### config.mk
export PLATFORM = sky130hd
export DESIGN_NAME = camera_spi_top
export DESIGN_NICKNAME = d
export VERILOG_FILES = /design/src/camera_spi_pkg.sv /design/src/camera_spi_top.sv /design/src/color_metering.sv /design/src/frame_buffer.sv /design/src/spi_byte_link.sv /design/src/spi_registers.sv
export SDC_FILE = /design/constraint.sdc
export NUM_CORES = 1
export LEC_CHECK = 0
export ABC_AREA = 1
export BUFFER_PORTS_ARGS = -buffer_cell sky130_fd_sc_hd__buf_4
export CORE_MARGIN = 2
export CORE_UTILIZATION = 40
export CTS_CLUSTER_DIAMETER = 120
export CTS_CLUSTER_SIZE = 20
export DETAILED_ROUTE_END_ITERATION = 10
export GPL_TIMING_DRIVEN = 0
export PLACE_DENSITY_LB_ADDON = 0.08
export SYNTH_ARGS = -nofsm -noshare
export SYNTH_HDL_FRONTEND = slang
export SYNTH_SLANG_ARGS = --single-unit
### constraint.sdc
create_clock -name clock_in -period 6.4 [get_ports clock_in]
set_clock_uncertainty 0.15 [all_clocks]
set_input_delay 0.64 -clock clock_in [delete_from_list [all_inputs] [get_ports clock_in]]
set_output_delay 0.64 -clock clock_in [all_outputs]
set_load 0.05 [all_outputs]
### src/camera_spi_pkg.sv
`default_nettype none

package camera_spi_pkg;

    // SPI opcodes
    localparam logic [7:0] OP_CAPTURE = 8'h20;
    localparam logic [7:0] OP_BYTES_AVAILABLE = 8'h21;
    localparam logic [7:0] OP_READ_DATA = 8'h22;
    localparam logic [7:0] OP_METERING = 8'h25;
    localparam logic [7:0] OP_QUALITY = 8'h26;

    // Frame geometry, raster order
    localparam int FRAME_WIDTH = 8;
    localparam int FRAME_HEIGHT = 8;
    localparam int FRAME_PIXELS = 64;

    // Width of the byte counters
    localparam int COUNT_WIDTH = 16;

    // Center window, inclusive for both column and row
    localparam int CENTER_FIRST = 2;
    localparam int CENTER_LAST = 5;
    localparam int CENTER_PIXELS = 16;

    // Shifted out when no response is ready
    localparam logic [7:0] IDLE_BYTE = 8'hFF;

endpackage

`default_nettype wire

### src/camera_spi_top.sv
`timescale 1ns/1ps
`default_nettype none

module camera_spi_top (
    input  logic       clock_in,
    input  logic       reset_n_in,
    input  logic       spi_sclk,
    input  logic       spi_cs_n,
    input  logic       spi_mosi,
    output logic       spi_miso,
    input  logic       pixel_valid,
    input  logic [7:0] pixel_red,
    input  logic [7:0] pixel_green,
    input  logic [7:0] pixel_blue
);
    import camera_spi_pkg::*;

    logic [7:0]             op_code;
    logic                   op_code_valid;
    logic [7:0]             operand;
    logic                   operand_valid;
    integer                 operand_count;
    logic [7:0]             response;
    logic                   response_valid;
    logic                   start_capture;
    logic [3:0]             quality_factor;
    logic [COUNT_WIDTH-1:0] bytes_available;
    logic [COUNT_WIDTH-1:0] bytes_read;
    logic [7:0]             data;
    logic [7:0]             red_center;
    logic [7:0]             green_center;
    logic [7:0]             blue_center;
    logic [7:0]             red_average;
    logic [7:0]             green_average;
    logic [7:0]             blue_average;

    spi_byte_link link (
        .clock_in(clock_in), .reset_n_in(reset_n_in),
        .spi_sclk(spi_sclk), .spi_cs_n(spi_cs_n), .spi_mosi(spi_mosi), .spi_miso(spi_miso),
        .response(response), .response_valid(response_valid),
        .op_code(op_code), .op_code_valid(op_code_valid),
        .operand(operand), .operand_valid(operand_valid), .operand_count(operand_count)
    );

    spi_registers registers (
        .clock_in(clock_in), .reset_n_in(reset_n_in),
        .op_code(op_code), .op_code_valid(op_code_valid),
        .operand(operand), .operand_valid(operand_valid), .operand_count(operand_count),
        .response(response), .response_valid(response_valid),
        .start_capture(start_capture), .quality_factor(quality_factor),
        .bytes_available(bytes_available), .data(data), .bytes_read(bytes_read),
        .red_center(red_center), .green_center(green_center), .blue_center(blue_center),
        .red_average(red_average), .green_average(green_average),
        .blue_average(blue_average)
    );

    frame_buffer buffer (
        .clock_in(clock_in), .reset_n_in(reset_n_in),
        .start_capture(start_capture), .quality_factor(quality_factor),
        .pixel_valid(pixel_valid), .pixel_red(pixel_red),
        .pixel_green(pixel_green), .pixel_blue(pixel_blue),
        .bytes_read(bytes_read), .bytes_available(bytes_available), .data(data)
    );

    color_metering metering (
        .clock_in(clock_in), .reset_n_in(reset_n_in),
        .start_capture(start_capture), .pixel_valid(pixel_valid),
        .pixel_red(pixel_red), .pixel_green(pixel_green), .pixel_blue(pixel_blue),
        .red_center(red_center), .green_center(green_center), .blue_center(blue_center),
        .red_average(red_average), .green_average(green_average),
        .blue_average(blue_average)
    );

endmodule

`default_nettype wire

### src/color_metering.sv
`timescale 1ns/1ps
`default_nettype none

module color_metering (
    input  logic       clock_in,
    input  logic       reset_n_in,
    input  logic       start_capture,
    input  logic       pixel_valid,
    input  logic [7:0] pixel_red,
    input  logic [7:0] pixel_green,
    input  logic [7:0] pixel_blue,
    output logic [7:0] red_center,
    output logic [7:0] green_center,
    output logic [7:0] blue_center,
    output logic [7:0] red_average,
    output logic [7:0] green_average,
    output logic [7:0] blue_average
);
    import camera_spi_pkg::*;

    logic [7:0]                          pixel [3];
    logic [8+$clog2(FRAME_PIXELS)-1:0]   frame_sum [3];
    logic [8+$clog2(FRAME_PIXELS)-1:0]   frame_next [3];
    logic [8+$clog2(CENTER_PIXELS)-1:0]  center_sum [3];
    logic [8+$clog2(CENTER_PIXELS)-1:0]  center_next [3];
    logic [7:0]                          frame_mean [3];
    logic [7:0]                          center_mean [3];
    int unsigned                         column;
    int unsigned                         row;
    logic                                armed;
    logic                                in_center;
    logic                                last_pixel;

    assign pixel[0] = pixel_red;
    assign pixel[1] = pixel_green;
    assign pixel[2] = pixel_blue;

    assign in_center = (column >= CENTER_FIRST) && (column <= CENTER_LAST)
                    && (row >= CENTER_FIRST) && (row <= CENTER_LAST);
    assign last_pixel = (column == FRAME_WIDTH - 1) && (row == FRAME_HEIGHT - 1);

    always_comb begin
        for (int c = 0; c < 3; c++) begin
            frame_next[c] = frame_sum[c] + (8 + $clog2(FRAME_PIXELS))'(pixel[c]);
            center_next[c] = center_sum[c]
                           + (8 + $clog2(CENTER_PIXELS))'(in_center ? pixel[c] : 8'd0);
        end
    end

    always_ff @(posedge clock_in) begin
        if (!reset_n_in) begin
            armed <= 1'b0;
            column <= 0;
            row <= 0;
            for (int c = 0; c < 3; c++) begin
                frame_mean[c] <= 8'd0;
                center_mean[c] <= 8'd0;
            end
        end else if (start_capture) begin
            armed <= 1'b1;
            column <= 0;
            row <= 0;
            for (int c = 0; c < 3; c++) begin
                frame_sum[c] <= '0;
                center_sum[c] <= '0;
            end
        end else if (armed && pixel_valid) begin
            for (int c = 0; c < 3; c++) begin
                frame_sum[c] <= frame_next[c];
                center_sum[c] <= center_next[c];
            end
            if (column == FRAME_WIDTH - 1) begin
                column <= 0;
                row <= row + 1;
            end else begin
                column <= column + 1;
            end
            // Means held until the next frame completes
            if (last_pixel) begin
                armed <= 1'b0;
                for (int c = 0; c < 3; c++) begin
                    frame_mean[c] <= frame_next[c][$clog2(FRAME_PIXELS) +: 8];
                    center_mean[c] <= center_next[c][$clog2(CENTER_PIXELS) +: 8];
                end
            end
        end
    end

    assign red_center = center_mean[0];
    assign green_center = center_mean[1];
    assign blue_center = center_mean[2];
    assign red_average = frame_mean[0];
    assign green_average = frame_mean[1];
    assign blue_average = frame_mean[2];

endmodule

`default_nettype wire

### src/frame_buffer.sv
`timescale 1ns/1ps
`default_nettype none

module frame_buffer (
    input  logic                               clock_in,
    input  logic                               reset_n_in,
    input  logic                               start_capture,
    input  logic [3:0]                         quality_factor,
    input  logic                               pixel_valid,
    input  logic [7:0]                         pixel_red,
    input  logic [7:0]                         pixel_green,
    input  logic [7:0]                         pixel_blue,
    input  logic [camera_spi_pkg::COUNT_WIDTH-1:0] bytes_read,
    output logic [camera_spi_pkg::COUNT_WIDTH-1:0] bytes_available,
    output logic [7:0]                         data
);
    import camera_spi_pkg::*;

    logic [7:0] mem [FRAME_PIXELS];
    logic       armed;
    logic [9:0] luma_sum;
    logic [3:0] keep_bits;
    logic [7:0] keep_mask;

    // Luma as (r + 2g + b) / 4
    assign luma_sum = {2'b00, pixel_red} + {1'b0, pixel_green, 1'b0} + {2'b00, pixel_blue};

    // 1 + qf/2 bits kept, at most 8 for a 4-bit factor
    assign keep_bits = {1'b0, quality_factor[3:1]} + 4'd1;
    assign keep_mask = 8'hFF << (4'd8 - keep_bits);

    always_ff @(posedge clock_in) begin
        if (!reset_n_in) begin
            armed <= 1'b0;
            bytes_available <= '0;
        end else if (start_capture) begin
            armed <= 1'b1;
            bytes_available <= '0;
        end else if (armed && pixel_valid) begin
            mem[bytes_available[$clog2(FRAME_PIXELS)-1:0]] <= luma_sum[9:2] & keep_mask;
            bytes_available <= bytes_available + COUNT_WIDTH'(1);
            if (bytes_available == COUNT_WIDTH'(FRAME_PIXELS - 1)) begin
                armed <= 1'b0;
            end
        end
    end

    assign data = (bytes_read < bytes_available)
                ? mem[bytes_read[$clog2(FRAME_PIXELS)-1:0]] : 8'd0;

    assert property (@(posedge clock_in) disable iff (!reset_n_in)
        bytes_available <= COUNT_WIDTH'(FRAME_PIXELS));

endmodule

`default_nettype wire

### src/spi_byte_link.sv
`timescale 1ns/1ps
`default_nettype none

module spi_byte_link (
    input  logic       clock_in,
    input  logic       reset_n_in,
    input  logic       spi_sclk,
    input  logic       spi_cs_n,
    input  logic       spi_mosi,
    output logic       spi_miso,
    input  logic [7:0] response,
    input  logic       response_valid,
    output logic [7:0] op_code,
    output logic       op_code_valid,
    output logic [7:0] operand,
    output logic       operand_valid,
    output integer     operand_count
);
    import camera_spi_pkg::*;

    logic [1:0] sclk_sync;
    logic [1:0] cs_n_sync;
    logic [1:0] mosi_sync;
    logic       sclk_prev;
    logic       sclk_rise;
    logic       sclk_fall;
    logic [2:0] bit_count;
    logic [6:0] rx_shift;
    logic [7:0] rx_byte;
    logic [7:0] tx_shift;
    logic       load_pending;

    always_ff @(posedge clock_in) begin
        if (!reset_n_in) begin
            sclk_sync <= 2'b00;
            cs_n_sync <= 2'b11;
            mosi_sync <= 2'b00;
            sclk_prev <= 1'b0;
        end else begin
            sclk_sync <= {sclk_sync[0], spi_sclk};
            cs_n_sync <= {cs_n_sync[0], spi_cs_n};
            mosi_sync <= {mosi_sync[0], spi_mosi};
            sclk_prev <= sclk_sync[1];
        end
    end

    assign sclk_rise = sclk_sync[1] & ~sclk_prev;
    assign sclk_fall = ~sclk_sync[1] & sclk_prev;
    assign rx_byte = {rx_shift, mosi_sync[1]};
    assign spi_miso = tx_shift[7];

    // Deselect drops the whole frame state
    always_ff @(posedge clock_in) begin
        if (!reset_n_in || cs_n_sync[1]) begin
            bit_count <= 3'd0;
            op_code_valid <= 1'b0;
            operand_valid <= 1'b0;
            operand_count <= 0;
            tx_shift <= IDLE_BYTE;
            load_pending <= 1'b0;
        end else begin
            operand_valid <= 1'b0;
            if (sclk_rise) begin
                rx_shift <= rx_byte[6:0];
                bit_count <= bit_count + 3'd1;
                if (bit_count == 3'd7) begin
                    load_pending <= 1'b1;
                    if (op_code_valid) begin
                        operand <= rx_byte;
                        operand_valid <= 1'b1;
                        operand_count <= operand_count + 1;
                    end else begin
                        op_code <= rx_byte;
                        op_code_valid <= 1'b1;
                    end
                end
            end
            // MISO changes on falling SCLK, new byte at the boundary
            if (sclk_fall) begin
                load_pending <= 1'b0;
                if (load_pending) begin
                    tx_shift <= response_valid ? response : IDLE_BYTE;
                end else begin
                    tx_shift <= {tx_shift[6:0], 1'b1};
                end
            end
        end
    end

    assert property (@(posedge clock_in) disable iff (!reset_n_in)
        operand_valid |=> !operand_valid);
    assert property (@(posedge clock_in) disable iff (!reset_n_in)
        operand_valid |-> op_code_valid);

endmodule

`default_nettype wire

### src/spi_registers.sv
`timescale 1ns/1ps
`default_nettype none

module spi_registers (
    input  logic                               clock_in,
    input  logic                               reset_n_in,
    input  logic [7:0]                         op_code,
    input  logic                               op_code_valid,
    input  logic [7:0]                         operand,
    input  logic                               operand_valid,
    input  integer                             operand_count,
    output logic [7:0]                         response,
    output logic                               response_valid,
    output logic                               start_capture,
    output logic [3:0]                         quality_factor,
    input  logic [camera_spi_pkg::COUNT_WIDTH-1:0] bytes_available,
    input  logic [7:0]                         data,
    output logic [camera_spi_pkg::COUNT_WIDTH-1:0] bytes_read,
    input  logic [7:0]                         red_center,
    input  logic [7:0]                         green_center,
    input  logic [7:0]                         blue_center,
    input  logic [7:0]                         red_average,
    input  logic [7:0]                         green_average,
    input  logic [7:0]                         blue_average
);
    import camera_spi_pkg::*;

    logic [COUNT_WIDTH-1:0] bytes_remaining;
    logic [1:0]             operand_edge;
    logic                   op_code_seen;

    assign bytes_remaining = bytes_available - bytes_read;

    always_ff @(posedge clock_in) begin
        if (!reset_n_in) begin
            response_valid <= 1'b0;
            start_capture <= 1'b0;
            quality_factor <= 4'd0;
            bytes_read <= '0;
            operand_edge <= 2'b00;
            op_code_seen <= 1'b0;
        end else begin
            operand_edge <= {operand_edge[0], operand_valid};
            op_code_seen <= op_code_valid;
            start_capture <= 1'b0;
            response_valid <= 1'b0;
            if (op_code_valid) begin
                case (op_code)
                    OP_CAPTURE: begin
                        // Single pulse on the opcode's first cycle only
                        if (!op_code_seen) begin
                            start_capture <= 1'b1;
                            bytes_read <= '0;
                        end
                    end
                    OP_BYTES_AVAILABLE: begin
                        response <= (operand_count == 0) ? bytes_remaining[15:8]
                                                         : bytes_remaining[7:0];
                        response_valid <= 1'b1;
                    end
                    OP_READ_DATA: begin
                        response <= data;
                        response_valid <= 1'b1;
                        if (operand_edge == 2'b01 && bytes_read < bytes_available) begin
                            bytes_read <= bytes_read + COUNT_WIDTH'(1);
                        end
                    end
                    OP_METERING: begin
                        case (operand_count)
                            0: response <= red_center;
                            1: response <= green_center;
                            2: response <= blue_center;
                            3: response <= red_average;
                            4: response <= green_average;
                            5: response <= blue_average;
                            default: response <= IDLE_BYTE;
                        endcase
                        response_valid <= 1'b1;
                    end
                    OP_QUALITY: begin
                        if (operand_valid) begin
                            quality_factor <= operand[3:0];
                        end
                    end
                    default: begin
                        response_valid <= 1'b0;
                    end
                endcase
            end
        end
    end

    assert property (@(posedge clock_in) disable iff (!reset_n_in)
        start_capture |=> !start_capture);
    // Pointer may trail the buffer count but never pass it
    assert property (@(posedge clock_in) disable iff (!reset_n_in)
        bytes_read <= bytes_available);

endmodule

`default_nettype wire

==> flow_metrics.tcl <==
set metrics [dict create \
    finalHoldViolCount 0 \
    yosysMostFrequentCell "nand2_1" \
    numCtsBuffers 47 \
    drtIter0Drc 3175 \
    die_area_mm2 0.106 \
    ios 31 \
    viasPerCell 5.13 \
    syn_avg_cell_area_um2 9.04 \
    seqCellArea_mm2 0.0232 \
    cp_slowest_stage_delay_ps 430 \
    slew_headroom 0.0348 \
    r2r-end "metering.center_mean[0][6]" \
    period_needed_ps 4560 \
    synth-seq-cells 829 \
    post_cts_buffers 0 \
    insertion_delay_ps 680 \
    drv_slew 0 \
    clockRootBuffer "clkbuf_16" \
    setup_violations 0 \
    arrival_ps 4810 \
    wl_per_cell_um 21.2 \
    synth.largest_area_cell "edfxtp_1" \
    cts-resized-gates 0 \
    grt_pass1_wl_um 191000 \
    ys_warn_count 0 \
    hold_start "spi_sclk" \
    status "complete, no violations" \
    seqPwrFrac 0.621 \
    die_height_um 325 \
    reg2reg_from "metering.column[5]" \
    p_int_mw 7.26 \
    final_nets 4796 \
    htreeDepth 2 \
    hpwl_um 93000 \
    synth_top_area_frac 0.484 \
    rsz0062_at_grt "no" \
    finalCritPeriodShare 0.713 \
    holdPathStages 3 \
    synth-edff-count 664 \
    cts_hold_buf 1 \
    p_sw_mw 2.05 \
    grt_remaining_overflow 0 \
    synth_nets 4695 \
    rows 117 \
    globalplace.congestion 0.877 \
    leakage_nw 18.2 \
    async_flop_share 0 \
    grt_usage 0.240 \
    reg2regPathDepth 20 \
    numPortBuffers 29 \
    required_ps 6650 \
    power_density_mw_per_mm2 207 \
    comb_power_share 0.025 \
    crit_type "reg -> reg" \
    cpLargestDelayFamily "simple AND/OR/NAND/NOR gates" \
    worstSetupStartpointType "register" \
    grt_antenna_before_repair 3 \
    syn_inst 4563 \
    path_cells "or2_1, nor2_1, o311ai_0, nor4_2, nand3_1, buf_2, nor2_1, ha_1, inv_1, fa_1, inv_1, nand2_1, inv_1, nand2_1, nand2_1, a21boi_0, o21ai_0, nand3_1, xor2_1, nor2_1" \
    synth_ff_type "edfxtp_1" \
    cts_sinks 829 \
    netSwitchingFraction 0.220 \
    fmax_mhz 219 \
    ys_seq_area_frac 0.564 \
    fp.dieW_um 325 \
    hold_end "link.sclk_sync[0]" \
    power_mw 9.31 \
    core_area_mm2 0.102 \
    worstMarginPinSlew_ps 1440 \
    slowest_stage "nand3_1" \
    antennaDiodeCount 0 \
    finalCoreUtilization 0.441 \
    worst-r2r-setup-slack_ps 1840 \
    crit_path_end_kind "register" \
    crit_fanout 10 \
    multiInputGateArea_mm2 0.0150 \
    firstDrtPassIters 6 \
    synthTopCellsByArea "edfxtp_1 (48%), nand2_1 (10%), dfxtp_1 (8.0%)" \
    cts_tree "done" \
    syn_area_mm2 0.0412 \
    grt_max_degree 38 \
    vdd_ir_drop_max_mv 0.241 \
    drc 0 \
    postRouteAntennaNets 0 \
    hold_path.class "in -> reg" \
    syn_to_final_growth_pct 9.17 \
    drive_above_1_share 0.0808 \
    cap_violations 0 \
    path_clk_slew_ps 90 \
    initial_utilization 0.404 \
    synth_cell_types 52 \
    synth_commonest_cells "nand2_1 (1112), edfxtp_1 (664), inv_1 (576)" \
    clkPwrFrac 0.354 \
    grt_pass1_vias 29700 \
    nFillCells 10100 \
    clk_path_buf_depth 3 \
    crit_buf_inv 4 \
    num_vias 31100 \
    wirelength_um 128000 \
]
==> power groups by stage <==
stage	Sequential, mW	Clock, mW	Combinational [mW]
floorplan	5.90	0	0.122
global placement	5.91	0	0.213
detailed placement	5.90	0	0.232
CTS	5.78	3.36	0.233
global route	5.78	3.51	0.256
finish	5.78	3.30	0.232
==> state kept, by name, summed over array words and instances, names as in the netlist, 3 cells and up, named ones only <==
register and count:
link.tx_shift 8, registers.quality_factor 3, metering.center_sum 36, metering.column 32, metering.center_mean 24, link.op_code 8
link.bit_count 3, buffer.bytes_available 16, metering.row 32, registers.bytes_read 16, metering.frame_mean 24, metering.frame_sum 42
link.operand_count 32, link.operand 3, link.rx_shift 7, buffer.mem 512, registers.response 8
==> area by class of cell <==
class / count / share of cell area
Buffer: 164 / 0.0180
Clock buffer: 75 / 0.0292
Clock inverter: 3 / 0.000751
Inverter: 588 / 0.0490
Multi-Input combinational cell: 2982 / 0.334
Sequential cell: 829 / 0.516
Tap cell: 1368 / 0.0380
Timing Repair Buffer: 52 / 0.0143
==> logic make-up (layout without fill, tap and decap cells) <==
family / after synthesis / count (layout) / synth area share
buf+inv: 752 / 882 / 0.0732
compound gates: 351 / 351 / 0.0481
flops: 829 / 829 / 0.564
xor+xnor: 105 / 105 / 0.0223
fa+ha+maj: 102 / 102 / 0.0337
simple gates: 2424 / 2424 / 0.259
==> layer usage <==
| layer | part of all wire | track usage |
|---|---|---|
| met3 | 0.060 | 0.0251 |
| met1 | 0.43 | 0.325 |
| met2 | 0.47 | 0.405 |
| met5 | 0.00016 | 0 |
| met4 | 0.033 | 0.0763 |
==> through the flow <==
stage	instances	instance area (µm²)	TNS [ps]	setup WS, ps	hold WS [ps]
2_1_floorplan	4563	41200	0	814	240
3_3_place_gp	5960	43200	-944660	-4180	245
3_5_place_dp	5982	43700	0	1710	255
4_1_cts	6061	45000	0	1690	7.39
5_1_grt	6061	45000	0	1450	43.0
6_report	6061	45000	0	1840	42.8
==> placed cells by master (no fill, tap or decap), types with 48 or more instances in the layout <==
cell,count
a21oi_1,168
buf_2,50
clkbuf_1,92
clkbuf_16,48
dfxtp_1,165
edfxtp_1,664
ha_1,87
inv_1,576
nand2_1,1110
nand3_1,518
nand4_1,54
nor2_1,420
nor3_1,84
o21ai_0,92
or2_2,113
xor2_1,66
==> how the worst max path moves through the flow <==
stage | startpoint | to | slack [ps] | cells past startpoint
after floorplan | pixel_valid | metering.center_sum[0][0] | 810 | 4
after global placement | pixel_red[3] | buffer.mem[7][2] | -4180 | 7
after detailed placement | metering.column[5] | metering.center_sum[0][10] | 1710 | 20
after CTS | metering.column[5] | metering.center_mean[0][6] | 1690 | 20
after global routing | metering.column[5] | metering.center_sum[0][10] | 1450 | 20
final | metering.column[5] | metering.center_mean[0][6] | 1840 | 20
==> worst register-to-register path: cells and delay by family, from the launching register on <==
family / cells / cell delay (ps)
adder cells (fa/ha/maj): 2 / 570
AND/OR/NAND/NOR: 10 / 1720
AO/OA/AOI/OAI: 3 / 630
flip-flops: 1 / 370
XOR/XNOR: 1 / 290
buffers and inverters: 4 / 600
No activity file was read; power rests on OpenSTA's default activity.
